[config.mk]
export PLATFORM = sky130hd
export DESIGN_NAME = smc_top
export DESIGN_NICKNAME = d
export VERILOG_FILES = /design/src/rtl/emi_pkg.sv /design/src/rtl/ahb_pkg.sv /design/src/rtl/emi_cycle_if.sv /design/src/rtl/smc_access_if.sv /design/src/rtl/smc_top.sv /design/src/rtl/smc_cycle_engine.sv /design/src/rtl/smc_access_seq.sv /design/src/rtl/smc_ahb_slave.sv
export VERILOG_INCLUDE_DIRS = /design/src /design/src/rtl
export SDC_FILE = /design/constraint.sdc
export NUM_CORES = 1
export LEC_CHECK = 0
export BUFFER_PORTS_ARGS = -buffer_cell sky130_fd_sc_hd__buf_2
export CORE_ASPECT_RATIO = 1.4
export CORE_MARGIN = 3
export CORE_UTILIZATION = 44
export CTS_BUF_LIST = sky130_fd_sc_hd__clkbuf_8 sky130_fd_sc_hd__clkbuf_16
export CTS_CLUSTER_SIZE = 40
export DETAILED_ROUTE_END_ITERATION = 16
export GPL_TIMING_DRIVEN = 0
export PLACE_DENSITY = 0.66
export SLEW_MARGIN = 20
export SYNTH_ARGS = -nofsm -noshare
export SYNTH_HDL_FRONTEND = slang
export SYNTH_HIERARCHICAL = 1
export SYNTH_SLANG_ARGS = --single-unit
[constraint.sdc]
create_clock -name hclk -period 3 [get_ports hclk]
set_clock_uncertainty 0.15 [all_clocks]
set_input_delay 0.15 -clock hclk [delete_from_list [all_inputs] [get_ports hclk]]
set_output_delay 0.15 -clock hclk [all_outputs]
set_load 0.02 [all_outputs]
[src/rtl/smc_cfg.svh]
`ifndef SMC_CFG_SVH
`define SMC_CFG_SVH

// --------------------------------------------------
// Bus widths
// --------------------------------------------------
`define SMC_ADDR_W 20 // Byte address bits used
`define SMC_BUS_W  16 // External data width

// --------------------------------------------------
// External cycle timing, in hclk cycles
// --------------------------------------------------
`define SMC_CSLE  1 // CS low before strobe, may be 0
`define SMC_WS    2 // Wait states, strobe low WS+1
`define SMC_CSTE  1 // CS low after strobe, may be 0
`define SMC_CNT_W 4 // Timing counter width, holds all of the above

`endif
[src/rtl/emi_pkg.sv]
`include "smc_cfg.svh"

package emi_pkg;

  // External cycle engine states
  typedef enum logic [1:0] {
    IDLE   = 2'b00, // CS high
    LEAD   = 2'b01, // CS low, strobe not yet
    STROBE = 2'b10, // Strobe low
    TRAIL  = 2'b11  // CS held after strobe
  } cycle_state_t;

  typedef logic [1:0]            lane_n_t; // Byte lanes, active low
  typedef logic [`SMC_BUS_W-1:0] half_t;   // One bus halfword

  // Common lane masks
  localparam lane_n_t LANE_NONE = 2'b11;
  localparam lane_n_t LANE_BOTH = 2'b00;
  localparam lane_n_t LANE_LO   = 2'b10; // Byte 0 only
  localparam lane_n_t LANE_HI   = 2'b01; // Byte 1 only

endpackage

[src/rtl/ahb_pkg.sv]
`include "smc_cfg.svh"

package ahb_pkg;

  // AHB transfer type
  typedef enum logic [1:0] {
    IDLE   = 2'b00,
    BUSY   = 2'b01,
    NONSEQ = 2'b10,
    SEQ    = 2'b11
  } htrans_t;

  // Transfer size, only up to a word
  typedef enum logic [2:0] {
    BYTE = 3'b000,
    HALF = 3'b001,
    WORD = 3'b010
  } hsize_t;

endpackage

[src/rtl/emi_cycle_if.sv]
`include "smc_cfg.svh"

interface emi_cycle_if;
  import emi_pkg::*;

  logic                   go;    // Starts one external cycle
  logic [`SMC_ADDR_W-2:0] haddr; // Halfword address
  lane_n_t                lane_n;
  logic                   write;
  half_t                  wdata;
  logic                   fin;   // Last cycle of chip select
  half_t                  rdata; // Valid with fin

  // Sequencer side, fields stable from go to fin
  modport master (
    output go, haddr, lane_n, write, wdata,
    input  fin, rdata
  );

  // Cycle engine side
  modport target (
    input  go, haddr, lane_n, write, wdata,
    output fin, rdata
  );

endinterface

[src/rtl/smc_access_if.sv]
`include "smc_cfg.svh"

interface smc_access_if;
  import ahb_pkg::*;

  logic                   start; // One cycle, launches an access
  logic [`SMC_ADDR_W-1:0] addr;  // Byte address
  hsize_t                 size;
  logic                   write;
  logic [31:0]            wdata; // AHB lanes, little-endian
  logic                   done;  // One cycle, access finished
  logic [31:0]            rdata; // Valid with done

  // Bus slave side
  modport master (
    output start, addr, size, write, wdata,
    input  done, rdata
  );

  // Access sequencer side
  modport target (
    input  start, addr, size, write, wdata,
    output done, rdata
  );

endinterface

[src/rtl/smc_top.sv]
`include "smc_cfg.svh"

module smc_top (
  input  logic                   hclk,
  input  logic                   rst_n,
  input  logic                   hsel,
  input  logic [31:0]            haddr,
  input  ahb_pkg::htrans_t       htrans,
  input  ahb_pkg::hsize_t        hsize,
  input  logic                   hwrite,
  input  logic [31:0]            hwdata,
  input  logic                   hready,
  output logic [31:0]            smc_hrdata,
  output logic                   smc_hready,
  output logic [`SMC_ADDR_W-2:0] smc_addr,   // Halfword address
  output emi_pkg::half_t         smc_data,
  input  emi_pkg::half_t         data_smc,
  output logic                   smc_n_cs,
  output emi_pkg::lane_n_t       smc_n_we,
  output logic                   smc_n_oe,
  output logic                   smc_busy
);

  smc_access_if acc_if (); // Slave to sequencer
  emi_cycle_if  cyc_if (); // Sequencer to engine

  // AHB side
  smc_ahb_slave ahb_slave_i (
    .hclk       (hclk),
    .rst_n      (rst_n),
    .hsel       (hsel),
    .haddr      (haddr),
    .htrans     (htrans),
    .hsize      (hsize),
    .hwrite     (hwrite),
    .hwdata     (hwdata),
    .hready     (hready),
    .smc_hrdata (smc_hrdata),
    .smc_hready (smc_hready),
    .acc        (acc_if.master)
  );

  // Word split and read join
  smc_access_seq access_seq_i (
    .hclk     (hclk),
    .rst_n    (rst_n),
    .acc      (acc_if.target),
    .cyc      (cyc_if.master),
    .smc_busy (smc_busy)
  );

  // External bus timing
  smc_cycle_engine cycle_engine_i (
    .hclk     (hclk),
    .rst_n    (rst_n),
    .cyc      (cyc_if.target),
    .smc_addr (smc_addr),
    .smc_data (smc_data),
    .data_smc (data_smc),
    .smc_n_cs (smc_n_cs),
    .smc_n_we (smc_n_we),
    .smc_n_oe (smc_n_oe)
  );

endmodule

[src/rtl/smc_cycle_engine.sv]
`include "smc_cfg.svh"

module smc_cycle_engine (
  input  logic                   hclk,
  input  logic                   rst_n,
  emi_cycle_if.target            cyc,
  output logic [`SMC_ADDR_W-2:0] smc_addr,
  output emi_pkg::half_t         smc_data,
  input  emi_pkg::half_t         data_smc,
  output logic                   smc_n_cs,
  output emi_pkg::lane_n_t       smc_n_we,
  output logic                   smc_n_oe
);
  import emi_pkg::*;

  cycle_state_t           state_q;
  logic [`SMC_CNT_W-1:0]  cnt_q;   // Reloaded on every state entry
  logic                   last;    // Final cycle of current state
  logic                   start;
  logic                   enter_strobe;
  logic                   leave_strobe;
  half_t                  rdata_q;

  assign last  = (cnt_q == '0);
  assign start = (state_q == IDLE) && cyc.go;

  assign enter_strobe = (start && (`SMC_CSLE == 0)) ||
                        ((state_q == LEAD) && last);
  assign leave_strobe = (state_q == STROBE) && last;

  // --------------------------------------------------
  // State machine with one down-counter
  // --------------------------------------------------
  always_ff @(posedge hclk) begin
    if (!rst_n) begin
      state_q <= IDLE;
      cnt_q   <= '0;
    end else begin
      case (state_q)
        IDLE: begin
          if (cyc.go) begin
            if (`SMC_CSLE != 0) begin
              state_q <= LEAD;
              cnt_q   <= `SMC_CNT_W'(`SMC_CSLE - 1);
            end else begin
              state_q <= STROBE; // No lead time
              cnt_q   <= `SMC_CNT_W'(`SMC_WS);
            end
          end
        end
        LEAD: begin
          if (last) begin
            state_q <= STROBE;
            cnt_q   <= `SMC_CNT_W'(`SMC_WS); // WS+1 strobe cycles
          end else begin
            cnt_q <= cnt_q - 1'b1;
          end
        end
        STROBE: begin
          if (!last) begin
            cnt_q <= cnt_q - 1'b1;
          end else if (`SMC_CSTE != 0) begin
            state_q <= TRAIL;
            cnt_q   <= `SMC_CNT_W'(`SMC_CSTE - 1);
          end else begin
            state_q <= IDLE;
          end
        end
        default: begin // TRAIL
          if (last) state_q <= IDLE;
          else      cnt_q   <= cnt_q - 1'b1;
        end
      endcase
    end
  end

  // --------------------------------------------------
  // Registered chip select and strobes
  // --------------------------------------------------
  always_ff @(posedge hclk) begin
    if (!rst_n) begin
      smc_n_cs <= 1'b1;
      smc_n_oe <= 1'b1;
      smc_n_we <= LANE_NONE;
    end else begin
      if (start)        smc_n_cs <= 1'b0;
      else if (cyc.fin) smc_n_cs <= 1'b1; // Fin is last CS cycle
      if (enter_strobe) begin
        smc_n_oe <= cyc.write; // Reads only
        smc_n_we <= cyc.write ? cyc.lane_n : LANE_NONE;
      end else if (leave_strobe) begin
        smc_n_oe <= 1'b1;
        smc_n_we <= LANE_NONE;
      end
    end
  end

  // Address and write half held for the whole cycle
  always_ff @(posedge hclk) begin
    if (start) begin
      smc_addr <= cyc.haddr;
      smc_data <= cyc.wdata;
    end
    if (leave_strobe) rdata_q <= data_smc; // Last strobe cycle
  end

  // Fin in trail, or in the strobe end when there is no trail
  assign cyc.fin   = last && ((state_q == TRAIL) ||
                              ((state_q == STROBE) && (`SMC_CSTE == 0)));
  assign cyc.rdata = (state_q == STROBE) ? data_smc : rdata_q;

endmodule

[src/rtl/smc_access_seq.sv]
`include "smc_cfg.svh"

module smc_access_seq (
  input  logic         hclk,
  input  logic         rst_n,
  smc_access_if.target acc,
  emi_cycle_if.master  cyc,
  output logic         smc_busy
);
  import ahb_pkg::*;
  import emi_pkg::*;

  logic                   busy_q;
  logic                   go_q;
  logic                   done_q;
  logic                   second_q; // Word, high half in progress
  logic                   word_q;
  logic                   more;     // Another halfword still to go
  logic [`SMC_ADDR_W-2:0] haddr_q;
  logic                   sel_q;    // Which wdata/rdata half
  lane_n_t                lane_n_q;
  logic                   write_q;
  logic [31:0]            wdata_q;
  logic [31:0]            rdata_q;

  assign more = word_q && !second_q;

  // --------------------------------------------------
  // Access control
  // --------------------------------------------------
  always_ff @(posedge hclk) begin
    if (!rst_n) begin
      busy_q   <= 1'b0;
      go_q     <= 1'b0;
      done_q   <= 1'b0;
      second_q <= 1'b0;
    end else begin
      go_q   <= 1'b0; // Pulses by default
      done_q <= 1'b0;
      if (acc.start) begin
        busy_q   <= 1'b1;
        go_q     <= 1'b1; // First go one cycle after start
        second_q <= 1'b0;
      end else if (cyc.fin) begin
        if (more) begin
          second_q <= 1'b1;
          go_q     <= 1'b1; // High half right after first fin
        end else begin
          done_q <= 1'b1;
        end
      end
      if (done_q) busy_q <= 1'b0;
    end
  end

  // --------------------------------------------------
  // Halfword address, lanes and data split
  // --------------------------------------------------
  always_ff @(posedge hclk) begin
    if (acc.start) begin
      haddr_q  <= acc.addr[`SMC_ADDR_W-1:1];
      sel_q    <= acc.addr[1];
      word_q   <= (acc.size == WORD);
      write_q  <= acc.write;
      wdata_q  <= acc.wdata;
      if (acc.size == BYTE) lane_n_q <= acc.addr[0] ? LANE_HI : LANE_LO;
      else                  lane_n_q <= LANE_BOTH; // Half and word
    end else if (cyc.fin && more) begin
      haddr_q <= haddr_q + 1'b1; // Next halfword
      sel_q   <= 1'b1;           // Upper data half
    end
  end

  // Join read halves at their address position
  always_ff @(posedge hclk) begin
    if (cyc.fin) begin
      if (sel_q) rdata_q[31:16] <= cyc.rdata;
      else       rdata_q[15:0]  <= cyc.rdata;
    end
  end

  assign cyc.go     = go_q;
  assign cyc.haddr  = haddr_q;
  assign cyc.lane_n = lane_n_q;
  assign cyc.write  = write_q;
  assign cyc.wdata  = sel_q ? wdata_q[31:16] : wdata_q[15:0];

  assign acc.done   = done_q;
  assign acc.rdata  = rdata_q;

  assign smc_busy   = busy_q | acc.start; // Start cycle through done cycle

endmodule

[src/rtl/smc_ahb_slave.sv]
`include "smc_cfg.svh"

module smc_ahb_slave (
  input  logic             hclk,
  input  logic             rst_n,
  input  logic             hsel,
  input  logic [31:0]      haddr,
  input  ahb_pkg::htrans_t htrans,
  input  ahb_pkg::hsize_t  hsize,
  input  logic             hwrite,
  input  logic [31:0]      hwdata,
  input  logic             hready,
  output logic [31:0]      smc_hrdata,
  output logic             smc_hready,
  smc_access_if.master     acc
);
  import ahb_pkg::*;

  logic                   accept;   // Address phase taken this edge
  logic                   dphase_q; // First data phase cycle
  logic                   ready_q;  // Registered HREADYOUT
  logic [`SMC_ADDR_W-1:0] addr_q;
  hsize_t                 size_q;
  logic                   write_q;
  logic [31:0]            rdata_q;

  // --------------------------------------------------
  // Address phase
  // --------------------------------------------------
  // IDLE and BUSY fall out here, and nothing is taken while stalled
  assign accept = hsel && hready && ready_q &&
                  ((htrans == NONSEQ) || (htrans == SEQ));

  // Address phase fields, only low address bits reach the bus
  always_ff @(posedge hclk) begin
    if (accept) begin
      addr_q  <= haddr[`SMC_ADDR_W-1:0];
      size_q  <= hsize;
      write_q <= hwrite;
    end
  end

  // --------------------------------------------------
  // Data phase and ready
  // --------------------------------------------------
  always_ff @(posedge hclk) begin
    if (!rst_n) begin
      dphase_q <= 1'b0;
      ready_q  <= 1'b1; // Ready out of reset
    end else begin
      dphase_q <= accept; // One cycle pulse
      if (accept) begin
        ready_q <= 1'b0; // Stall whole data phase
      end else if (acc.done) begin
        ready_q <= 1'b1; // Release with read data
      end
    end
  end

  // Read data lands together with ready
  always_ff @(posedge hclk) begin
    if (acc.done) rdata_q <= acc.rdata;
  end

  // Access launch in the data phase
  assign acc.start  = dphase_q;
  assign acc.addr   = addr_q;
  assign acc.size   = size_q;
  assign acc.write  = write_q;
  assign acc.wdata  = hwdata; // Sampled by sequencer on start

  assign smc_hready = ready_q;
  assign smc_hrdata = rdata_q;

endmodule

Word level (Yosys, flattened, before mapping)
Cells that the tools add are included.

Bits in registers: 211. Bits in latches: 0. Bits in writable memories: 0. ROM bits: 0. Input bits: 90. Output and inout bits: 73. Logic and storage cells: 99. Memories: 0.

Add/sub/neg operators: 2. Multipliers: 0. Divide/modulo/power cells: 0. Magnitude comparators: 0. Equal/unequal tests: 10. Shifts and indexed selects: 0. Multiplexer cells: 30. Bitwise gates (word level): 4. Reductions and logical operators: 27.

Operators with widths (count): 19-bit two-way mux (2); 16-bit two-way mux (2); 19-bit by 1-bit adder with 19-bit output (second input constant) (1); 2-bit two-way mux (8); 4-bit two-way mux (4); 1-bit two-way mux (12); 4-bit case mux with 3 select lines (1); 2-bit nonzero test (5); 1-bit logical AND (9); 2-bit == test (second input constant) (4); 2-bit AND reduction (4); 2-bit case mux with 3 select lines (1); 4-bit logical NOT (1); 2-bit by 1-bit inequality test with 1-bit output (second input constant) (2); 4-bit inequality test (second input constant) (1); 4-bit AND reduction (1); 2-bit OR reduction (2); 4-bit by 1-bit subtractor with 4-bit output (second input constant) (1); 3-bit by 2-bit == test with 1-bit output (second input constant) (1); 3-bit logical NOT (1); 1-bit NOT (3); 3-bit OR reduction (1); 2-bit by 1-bit == test with 1-bit output (second input constant) (1); 2-bit logical NOT (1); other kinds (4) (4).

Longest topological paths before layout
Depth in word-level cells: 5. Mapped depth: 7. Mapped depth without buffers: 6.

By module
The synthesis kept the hierarchy.

By module, submodules not included: smc_access_seq (times used 1, cells an instance 223, area each 3652.3 µm²); smc_cycle_engine (times used 1, cells an instance 139, area each 2316.0 µm²); smc_ahb_slave (times used 1, cells an instance 94, area each 1988.2 µm²).

Least setup slack after synthesis
No wires, ideal clock.

Path type: register to register. From: reg ahb_slave_i.dphase_q (netlist: ahb_slave_i/acc.start). To: reg access_seq_i.haddr_q[0] (netlist: access_seq_i/cyc.haddr[0]) (enable). Data arrival time: 1.935 ns. Setup slack: 0.539 ns. Stages on the path, launching flop included: 3. Clock period less this slack: 2.461 ns. Path through: dfxtp_1 clkbuf_1 a21o_1.

Longest elaborated chain between the ends: 1.

RTL lines: start: declaration (line smc_ahb_slave.sv:20) `logic dphase_q;`; start signal: assignment (line smc_ahb_slave.sv:51) `dphase_q <= accept;`; 2-bit nonzero test (no source line); end signal: assignment (line smc_access_seq.sv:61) `` haddr_q <= acc.addr[`SMC_ADDR_W-1:1]; ``; end signal: assignment (line smc_access_seq.sv:69) `haddr_q <= haddr_q + 1'b1;`; end: declaration (line smc_access_seq.sv:19) `` logic [`SMC_ADDR_W-2:0] haddr_q; ``.

No other way between the ends. A chain may end at the register's enable or synchronous reset.

Worst setup path after layout
From: reg cycle_engine_i.cnt_q[0]. To: reg access_seq_i.rdata_q[6] (netlist: access_seq_i/acc.rdata[6]) (enable).

Longest elaborated chain between the ends: 3.

RTL lines: start: declaration (line smc_cycle_engine.sv:17) `` logic [`SMC_CNT_W-1:0] cnt_q; ``; start signal: assignment (line smc_cycle_engine.sv:44) `` cnt_q <= `SMC_CNT_W'(`SMC_CSLE - 1); ``; start signal: assignment (line smc_cycle_engine.sv:47) `` cnt_q <= `SMC_CNT_W'(`SMC_WS); ``; start signal: assignment (line smc_cycle_engine.sv:54) `` cnt_q <= `SMC_CNT_W'(`SMC_WS); ``; 4-bit logical NOT (line smc_cycle_engine.sv:24) `assign last = (cnt_q == '0);`; 1-bit logical AND (line smc_cycle_engine.sv:108) `assign cyc.fin = last && ((state_q == TRAIL) ||`; named net cyc_if.fin (line emi_cycle_if.sv:11) `logic fin;`; 2-bit AND reduction (no source line); end signal: assignment (line smc_access_seq.sv:78) `else rdata_q[15:0] <= cyc.rdata;`; end: declaration (line smc_access_seq.sv:24) `logic [31:0] rdata_q;`.

The timed path passes the listed nets, and every way through them passes these cells.

==> flow_summary.toml <==
[floorplan]
die_width_um = 119.7
die_h_um = 165.1
initial_utilization_pct = 45.35
die_area_sq_mm = 0.01976
core_sq_mm = 0.01754
io_pins = 163
core.rowCount = 57

[pwr]
internal-power_mw = 5.137
sw_frac_of_total_pct = 21.64
combinationalPowerShare_pct = 9.2
leakage_nw = 3.711
power.switching_mw = 1.419
sequentialPowerShare_pct = 51.0
clockPowerShare_pct = 39.8
powerDensity_mw_per_mm2 = 635.9
peakVddDrop_v = 0.0004167

[worst_setup_path]
crit_type = "reg2reg"
endpoint_kind = "flop"
critical_path_buf_inv_count = 1
cp_slowest_cell = "nor2b_2"
critPathTopFamily = "simple AND/OR/NAND/NOR gates"
path_cells = "inv_1 > ha_1 > nor3b_2 > and2_1 > nor2b_2"
cpPeakStageDelay_ns = 0.77
arrival_ns = 2.64
cp_max_fo = 16
required_ns = 2.95
cp-start-kind = "flop"

[drt]
avgRoutedWirePerCell_um = 16.54
drc = 0
initialDrtViolationCount = 304
vias = 4452
drt_pass1_iterations = 5
ant_nets = 0
drt_wl_total_um = 15230
vias_per_cell = 4.834

[timing]
post-route-period-util_pct = 89.62
setup_ws_ns = 0.3113
rsz0062_at_grt = "no"
setup_tns_ns = 0
max_freq_ghz = 0.3719
max-slew-margin-rel_pct = 40.42
slew_viol_final = 0
setup_viol = 0
hold_violations = 0
period_minus_slack_ns = 2.689
worst_pin_slew_ns = 0.8937

[global_routing]
grt_use_met1_pct = 18.28
grt_util_met3_pct = 2.692
overflow = 0
grt_pass1_wl_um = 24830
grtUsageTotal_pct = 15.82
grt_pass1_vias = 4777
grtUsageMet2_pct = 29.81
top_usage_layer = "met2"
antenna_found_initial = 0
grt_max_degree = 36

[final_layout]
design_area_sq_mm = 0.01031
area_growth_pct = 29.56
layout_common_cells = "edfxtp_1, buf_2, dlygate4sd3_1, mux2_2, buf_4"
num-fill-cells = 1340
diodes = 0
drive_gt1_share_pct = 34.60
nNetsFinal = 768
stdcell_count = 921
postLayoutCoreUtil_pct = 58.76
mostFrequentLayoutCell = "edfxtp_1"

[clocking]
clockBufferDepth = 3
cts.reportedPaths.clkPinSlew_ns = 0.06
cts_root_buffer = "clkbuf_16"
cts_buffers = 21
clock-sinks = 211
clk-insertion-delay-late_ns = 0.49
cts_tree = "built"
cts-resized-gates = 0
htree_levels = 1

[logic_synthesis]
ys.flop_type = "edfxtp_1"
seq_area_frac_synth_pct = 77.62
ys_warn_count = 6
ys_ff_latch = 211
synth.distinct_cells = 45
async_flop_share_pct = 0
synth_area_sq_mm = 0.007956
synth_edf_count = 195
syn_nets = 553
avgSynthCellArea_sq_um = 17.45
syn_inst = 456

[placement]
port_buffers = 117
hpwl_um = 9903
preCtsSetupSlack_ns = 0.2782
postPlaceCellArea_sq_mm = 0.008891
routabilityCongestion = 0.7771
post-place-cells = 811

[job]
maxCapViolCount = 0

[status]
outcome = "finished clean"

[worst_hold_path]
min_path_type = "in2reg"
[registers in the layout, indices dropped and copies added (netlist names), 2 cells and up]
register / cells
access_seq_i/wdata_q: 32
cycle_engine_i/smc_data: 16
cycle_engine_i/state_q: 2
ahb_slave_i/acc.addr: 20
cycle_engine_i/smc_addr: 19
access_seq_i/cyc.haddr: 19
ahb_slave_i/smc_hrdata: 32
cycle_engine_i/rdata_q: 16
cycle_engine_i/cnt_q: 4
access_seq_i/acc.rdata: 32
cycle_engine_i/smc_n_we: 2
access_seq_i/cyc.lane_n: 2
ahb_slave_i/acc.size: 3
[synthesized netlist by cell type (all sizes together) (3+ instances only)]
library cell  number  area (sq um)
edfxtp           195          5856
buf               36         260.3
mux2              33         371.6
nand2             28         105.1
o21ai             17         85.08
dfxtp             16         320.3
nor2              13         48.80
nor4              11         102.6
inv                9         33.78
xnor2              9         78.83
nand3              8         65.06
clkbuf             7         26.28
ha                 7         87.58
nor2b              7         43.79
and2               6         37.54
mux2i              6         60.06
nor3               6         30.03
nor3b              6         50.05
o22ai              6         37.54
a22oi              3         22.52
nand4              3         31.28
[per-layer routing]
metal  wire length (um)  vias up
met5                  0        -
met4                297        0
met3                868       21
met2               8281      154
met1               5786     2150
li1                   -     2127
[repair_timing]
item,CTS,global route
buffers inserted,0,0
hold endpoints to repair,112,0
hold buffers,73,0
[power by group through the flow]
stage	Clock (mW)	Sequential, mW	Combinational (mW)
6_report	2.61	3.35	0.601
2_1_floorplan	0	3.42	0.356
5_1_grt	2.80	3.35	0.662
3_5_place_dp	0	3.41	0.525
3_3_place_gp	0	3.41	0.477
4_1_cts	2.68	3.34	0.602
[area by class of cell]
| class | instances | area (sq um) | share of cell area (%) |
|---|---|---|---|
| plain buffers | 43 | 286.5 | 2.779 |
| clock buffers | 21 | 525.5 | 5.098 |
| clock inverters | 16 | 161.4 | 1.566 |
| inverters | 9 | 33.78 | 0.3277 |
| multi-input cells | 193 | 1464 | 14.20 |
| flip-flops and latches | 211 | 6178 | 59.93 |
| well taps | 236 | 295.3 | 2.864 |
| repair buffers | 192 | 1364 | 13.23 |
[cells by family after synthesis]
group	Yosys count	share of synthesized area, %
DFF	211	77.62
and+or+nand+nor	99	7.596
buffers and inverters	52	4.026
muxes	39	5.425
AOI/OAI and AO/OA	37	3.019
xor gates and xnor gates	11	1.211
adders and majority gates	7	1.101
[worst paths after layout]
check	from	end	slack [ns]	depth (start not counted)
setup / recovery	cycle_engine_i/cnt_q[0]	access_seq_i/acc.rdata[6]	0.31	5
hold reg to reg	access_seq_i/acc.rdata[6]	ahb_slave_i/smc_hrdata[6]	0.27	0
setup reg to reg	cycle_engine_i/cnt_q[0]	access_seq_i/acc.rdata[6]	0.31	5
hold / removal	htrans[1]	ahb_slave_i/smc_hready	0.09	3
[worst register-to-register path: cells and delay by family, from the launching register on]
| family | cells | cell delay (ns) |
|---|---|---|
| and+or+nand+nor | 3 | 1.55 |
| DFF | 1 | 0.32 |
| adders and majority gates | 1 | 0.21 |
| buffers and inverters | 1 | 0.08 |
[metrics by stage]
stage	hold slack [ns]	power, mW
2_1_floorplan	0.07999	3.772
3_3_place_gp	0.1780	3.883
3_5_place_dp	0.1781	3.933
6_report	0.08603	6.556
5_1_grt	0.09228	6.819
4_1_cts	0.05084	6.630
No activity file was read; power rests on OpenSTA's default activity.
